**config.mk**
```make
export PLATFORM = sky130hd
export DESIGN_NAME = gal_kappa_regs
export DESIGN_NICKNAME = d
export VERILOG_FILES = /design/src/verilog/gal_pkg.sv /design/src/verilog/gal_kappa_regs.sv
export VERILOG_INCLUDE_DIRS = /design/src /design/src/include
export SDC_FILE = /design/constraint.sdc
export NUM_CORES = 1
export LEC_CHECK = 0
export BUFFER_PORTS_ARGS = -buffer_cell sky130_fd_sc_hd__buf_4
export CAP_MARGIN = 20
export CORE_UTILIZATION = 39
export CTS_CLUSTER_DIAMETER = 80
export DETAILED_ROUTE_END_ITERATION = 7
export PLACE_DENSITY = 0.67
export SYNTH_ARGS = -nofsm -noshare
export SYNTH_HDL_FRONTEND = slang
export SYNTH_SLANG_ARGS = --single-unit
export TNS_END_PERCENT = 100
```
**constraint.sdc**
```tcl
create_clock -name clk -period 3 [get_ports clk]
set_input_delay 0.15 -clock clk [delete_from_list [all_inputs] [get_ports clk]]
set_output_delay 0.15 -clock clk [all_outputs]
set_load 0.01 [all_outputs]
```
**src/include/gal_macros.svh**
```systemverilog
`ifndef GAL_MACROS_SVH
`define GAL_MACROS_SVH

// --------------------------------------------------
// cascade size and arithmetic format
// --------------------------------------------------

`define GAL_STAGES    4    // lattice stages in the cascade
`define GAL_DW        16   // bits per real or imag part
`define GAL_QSHIFT    15   // Q15 product alignment

// stage address, must cover GAL_STAGES
`define GAL_AW        2

// --------------------------------------------------
// pipeline timing
// --------------------------------------------------

`define GAL_STAGE_LAT 2    // multiplier reg + adder reg

`endif

```
**src/verilog/gal_pkg.sv**
```systemverilog
`default_nettype none

package gal_pkg;

  `include "gal_macros.svh"

  // --------------------------------------------------
  // complex Q15 value, real part in the upper half
  // --------------------------------------------------
  typedef struct packed {
    logic signed [`GAL_DW-1:0] re;  // upper half
    logic signed [`GAL_DW-1:0] im;  // lower half
  } cplx_t;

  // --------------------------------------------------
  // configuration command opcodes
  // --------------------------------------------------
  typedef enum logic [1:0] {
    op_nop   = 2'd0,  // idle
    op_write = 2'd1,  // load one stage kappa
    op_clear = 2'd2   // zero all kappas
  } cfg_op_t;

endpackage

`default_nettype wire

```
**src/verilog/gal_kappa_regs.sv**
```systemverilog
`timescale 1ns/1ps
`default_nettype none

`include "gal_macros.svh"

module gal_kappa_regs (
  input  logic                  clk,
  input  logic                  reset,
  input  gal_pkg::cfg_op_t      cfg_op,
  input  logic [`GAL_AW-1:0]    cfg_addr,
  input  gal_pkg::cplx_t        cfg_data,
  output gal_pkg::cplx_t        kappa [`GAL_STAGES]
);

  import gal_pkg::*;

  logic addr_ok;  // address names a real stage

  assign addr_ok = (int'(cfg_addr) < `GAL_STAGES);

  // --------------------------------------------------
  // command decode
  // --------------------------------------------------
  always_ff @(posedge clk) begin
    if (!reset) begin
      for (int i = 0; i < `GAL_STAGES; i++) begin
        kappa[i] <= '0;
      end
    end else begin
      case (cfg_op)
        op_write: begin
          if (addr_ok) begin
            kappa[cfg_addr] <= cfg_data;  // out of range writes dropped
          end
        end
        op_clear: begin
          for (int i = 0; i < `GAL_STAGES; i++) begin
            kappa[i] <= '0;  // cascade becomes a plain delay
          end
        end
        default: begin
          // op_nop, keep everything
        end
      endcase
    end
  end

endmodule

`default_nettype wire

```
; Word level (Yosys, flattened, before mapping)
; Index checks and enable logic that the tools add are counted.
[classes]
order_cmp = 2
n_eq_ne = 2
muxes = 4
bitwise = 1
reduce_logical = 2
[op_table]
columns = cell, n
row1 = one-hot mux 128 bit (2 select lines), 1
row2 = bitwise mux 128 bit, 1
row3 = demux 32 bit (select 2 bit), 1
row4 = two-way mux 32 bit, 1
row5 = greater-or-equal comparator 3 bit (second input constant), 1
row6 = less-than comparator 3 x 1 -> 1 bit (second input constant), 1
row7 = inverter 2 -> 3 bit, 1
row8 = equality test 2 x 1 -> 1 bit (second input constant), 1
row9 = equality test 2 bit (second input constant), 1
row10 = nonzero test 2 bit, 1
row11 = logical AND 1 bit, 1
[word_totals]
ff_bits = 128

; Depth between registers and ports, before layout
[logic_depth]
depth_word = 7
ltp_mapped = 7
mapped_depth_nobuf = 5

; Worst setup path before layout
; Ideal clock, no wire load.
[synth_path]
path_kind = input to register
startpoint = in cfg_op[0]
endpoint = reg kappa[100] (netlist name)
setup_ps = 117
arrival_time_ps = 1463
required_time_ps = 2883
slack_ps = 1420
path_stages = 6
cell_sequence = inv_1 -> ha_1 -> nor3_1 -> nor3b_2 -> buf_2 -> a32o_1
[synth_via]
elab_chain_cells = 2
[synth_rtl]
columns = item, line_no
row1 = "start, declared", gal_kappa_regs.sv:9  ; input gal_pkg::cfg_op_t cfg_op,
row2 = equality test 2 bit or equality test 2 x 1 -> 1 bit (tied branches), gal_kappa_regs.sv:30  ; case (cfg_op)
row3 = one-hot mux 128 bit (2 select lines) or nonzero test 2 bit (tied branches), n/a
row4 = "end signal, assigned by index", gal_kappa_regs.sv:33  ; kappa[cfg_addr] <= cfg_data;
row5 = "end, declared", gal_kappa_regs.sv:12  ; output gal_pkg::cplx_t kappa [`GAL_STAGES]
; Several ways; a longest one is shown, not always the timed one.
; A chain may end at the register's enable or synchronous reset.

; Final worst setup path
[layout_path]
startpoint = in cfg_op[0]
endpoint = reg kappa[52] (netlist name)
; The elaborated chain is that of the path after synthesis.

==> flow_summary.toml <==
[cells_and_area]
area_growth_pct = 57.0
antenna_cells = 0
stdcell_area_um2 = 6470
largest_reg_flops = 128
fillers = 815
reg.largest.list = "kappa x128"
final_layout_size_suffix_gt1_frac = 0.423
regMostFlops = "kappa"
final_nets = 532
fin_util = 0.630

[yosys]
syn_inst = 307
yosysTopAreaCellShare = 0.621
synthesis.area_um2 = 4120
yosys.area.top_type = "dfxtp_1"
syn_nets = 346
netlist_top_cells_area = "dfxtp_1 62%, a32o_1 31%, clkbuf_1 2.5%"
yosysWarnings = 0
ys_seq_elements = 128
synthDistinctLibCells = 12
seq_area_frac_synth = 0.621
syn_area_per_cell_um2 = 13.4

[timing]
slew_headroom = 0.531
post-route-min-period_ns = 1.67
setup_ws_ns = 1.33
fin_crit_sh = 0.556
rsz0062_at_grt = "false"
slew_violations = 0
hold-worst-slack_ns = 0.216
finalSetupTns_ns = 0
fin_skew_ns = 0
timing.fmax_mhz = 600
tightest_slew_ns = 0.702
setup_viol = 0
final-hold-violation-count = 0

[routing]
vias = 3725
drt-total-wl_um = 12600
wl_per_cell_um = 19.6
routed_via_density = 5.80
antenna_left = 0
drt_iter0_markers = 191
drc = 0
dr.pass1.iters = 6

[placed_design]
dpl_worst_slack_ns = 0.877
place_congestion = 0.731
port-buffer-count = 165
placed_area_um2 = 5490
dp_hpwl_um = 7760

[floorplanning]
io_pins = 166
dieWidth_um = 105
core_area_um2 = 10300
start_util = 0.401
fp-row-count = 37
die-area_um2 = 11000
die_h_um = 105

[clock_network]
clkLatencyLatePin_ns = 0.51
cts.htree.levels = 4
cts_tree = "yes"
cts.sinks = 128
numCtsBuffers = 17
clockBufferDepth = 2
cts-root-buf = "clkbuf_8"
path_clk_slew_ns = 0.06
cts_setup_buffers = 0

[critical_path]
startpoint = "cfg_op[0]"
crit_path_top_delay_cell = "nor3b_4"
worstSetupPathType = "input pin to flip-flop"
setup.worst_path.end = "kappa[52]"
critPathLaunchType = "input pin"
rrSetupSlack_ns = 2.34
worstPathArrival_ns = 2.11
required_ns = 3.44
crit_fanout = 22
cpMostUsedCell = "buf_4"
slowest_delay_ns = 0.56
rr_endpoint = "kappa[10]"
r2r_cells = 1
r2r_start = "kappa[10]"
crit_path_end_kind = "flip-flop"
crit_chain = "buf_4 > inv_1 > ha_1 > nor2b_1 > nor3b_4 > buf_4 > a32o_1"

[grt]
grt_pass1_vias = 3761
grt_usage = 0.232
grt_pass1_wl_um = 19800
grt_overflow = 0
antenna_found_initial = 0
grt_max_degree = 109

[worst_hold_path]
hold_path_class = "input pin to flip-flop"

[pwr]
p_per_area_nw_per_um2 = 688
peakVddDrop_uv = 383
p_leak_uw = 0.00272

[run_status]
status = "completed"

[run]
drv_cap = 0
-- critical path: cells and delay by family --
kind	cells	cell delay, ns
compound gates	1	0.18
fa+ha+maj	1	0.46
buf+inv	3	0.51
simple gates	2	0.80
-- layout make-up --
| class | count | area [µm²] | share of cell area |
|---|---|---|---|
| multi-input cells | 139 | 1440 | 0.222 |
| well taps | 136 | 170 | 0.0263 |
| inverters | 1 | 3.75 | 0.000580 |
| flip-flops and latches | 128 | 2560 | 0.396 |
| clock inverters | 12 | 205 | 0.0317 |
| clock buffers | 20 | 455 | 0.0703 |
| repair buffers | 206 | 1640 | 0.253 |
-- timing repair --
item / 4_1_cts / 5_1_grt
endpoints found under the hold margin: 128 / 0
hold buffers: 32 / 0
resized for setup: 0 / 0
-- report_power, final --
| part | internal [µW] | switching [µW] |
|---|---|---|
| Combinational | 190 | 227 |
| Sequential | 1750 | 29.7 |
| Clock | 1500 | 751 |
-- through the flow --
stage	instances	total power [µW]
5_1_grt	642	4610
2_1_floorplan	307	1990
4_1_cts	642	4500
6_report	642	4460
3_5_place_dp	578	2200
3_3_place_gp	578	2190
-- cells in the mapped netlist --
cell type / instances
buf_4: 3
nor2b_1: 2
buf_2: 8
nor3b_1: 1
a32o_1: 128
nor3_1: 1
ha_1: 1
and3b_1: 1
inv_1: 1
clkbuf_1: 28
nor3b_2: 5
dfxtp_1: 128
-- per-layer routing --
metal	vias to the layer above	share of wire	wire length, µm	GRT usage
met2	154	0.50	6270	0.396
met5	-	0	0	0
met4	0	0.0090	113	0.0785
met3	11	0.069	872	0.0686
met1	1883	0.42	5340	0.279
li1	1677	-	-	-
-- cells in the final DEF (no fill, tap or decap) --
cell,n
clkbuf_16,16
nor2b_4,1
nor3_2,1
and3b_1,1
nor3b_2,1
clkinv_2,1
clkbuf_8,4
inv_6,1
a32o_1,128
bufinv_16,5
buf_4,173
nor2b_1,1
ha_1,1
clkinvlp_4,2
dlygate4sd3_1,32
clkinv_4,3
nor3b_4,5
inv_1,1
dfxtp_1,128
buf_12,1
-- worst min-delay path by stage --
stage / startpoint / end / slack [ns] / cells after the start
after floorplan: cfg_data[0] / kappa[0] / 0.30 / 1
after global placement: cfg_data[6] / kappa[70] / 0.42 / 2
after detailed placement: cfg_data[16] / kappa[80] / 0.42 / 2
after CTS: reset / kappa[127] / 0.19 / 3
after global routing: reset / kappa[127] / 0.20 / 3
final: reset / kappa[127] / 0.22 / 3
-- cell families after synthesis --
family                     Yosys count  share of synthesized area
AOI/OAI and AO/OA                  128                      0.311
adders and majority gates            1                    0.00303
buffers and inverters               40                     0.0416
DFF                                128                      0.621
and+or+nand+nor                     10                     0.0234
(Power assumes the default switching activity.)
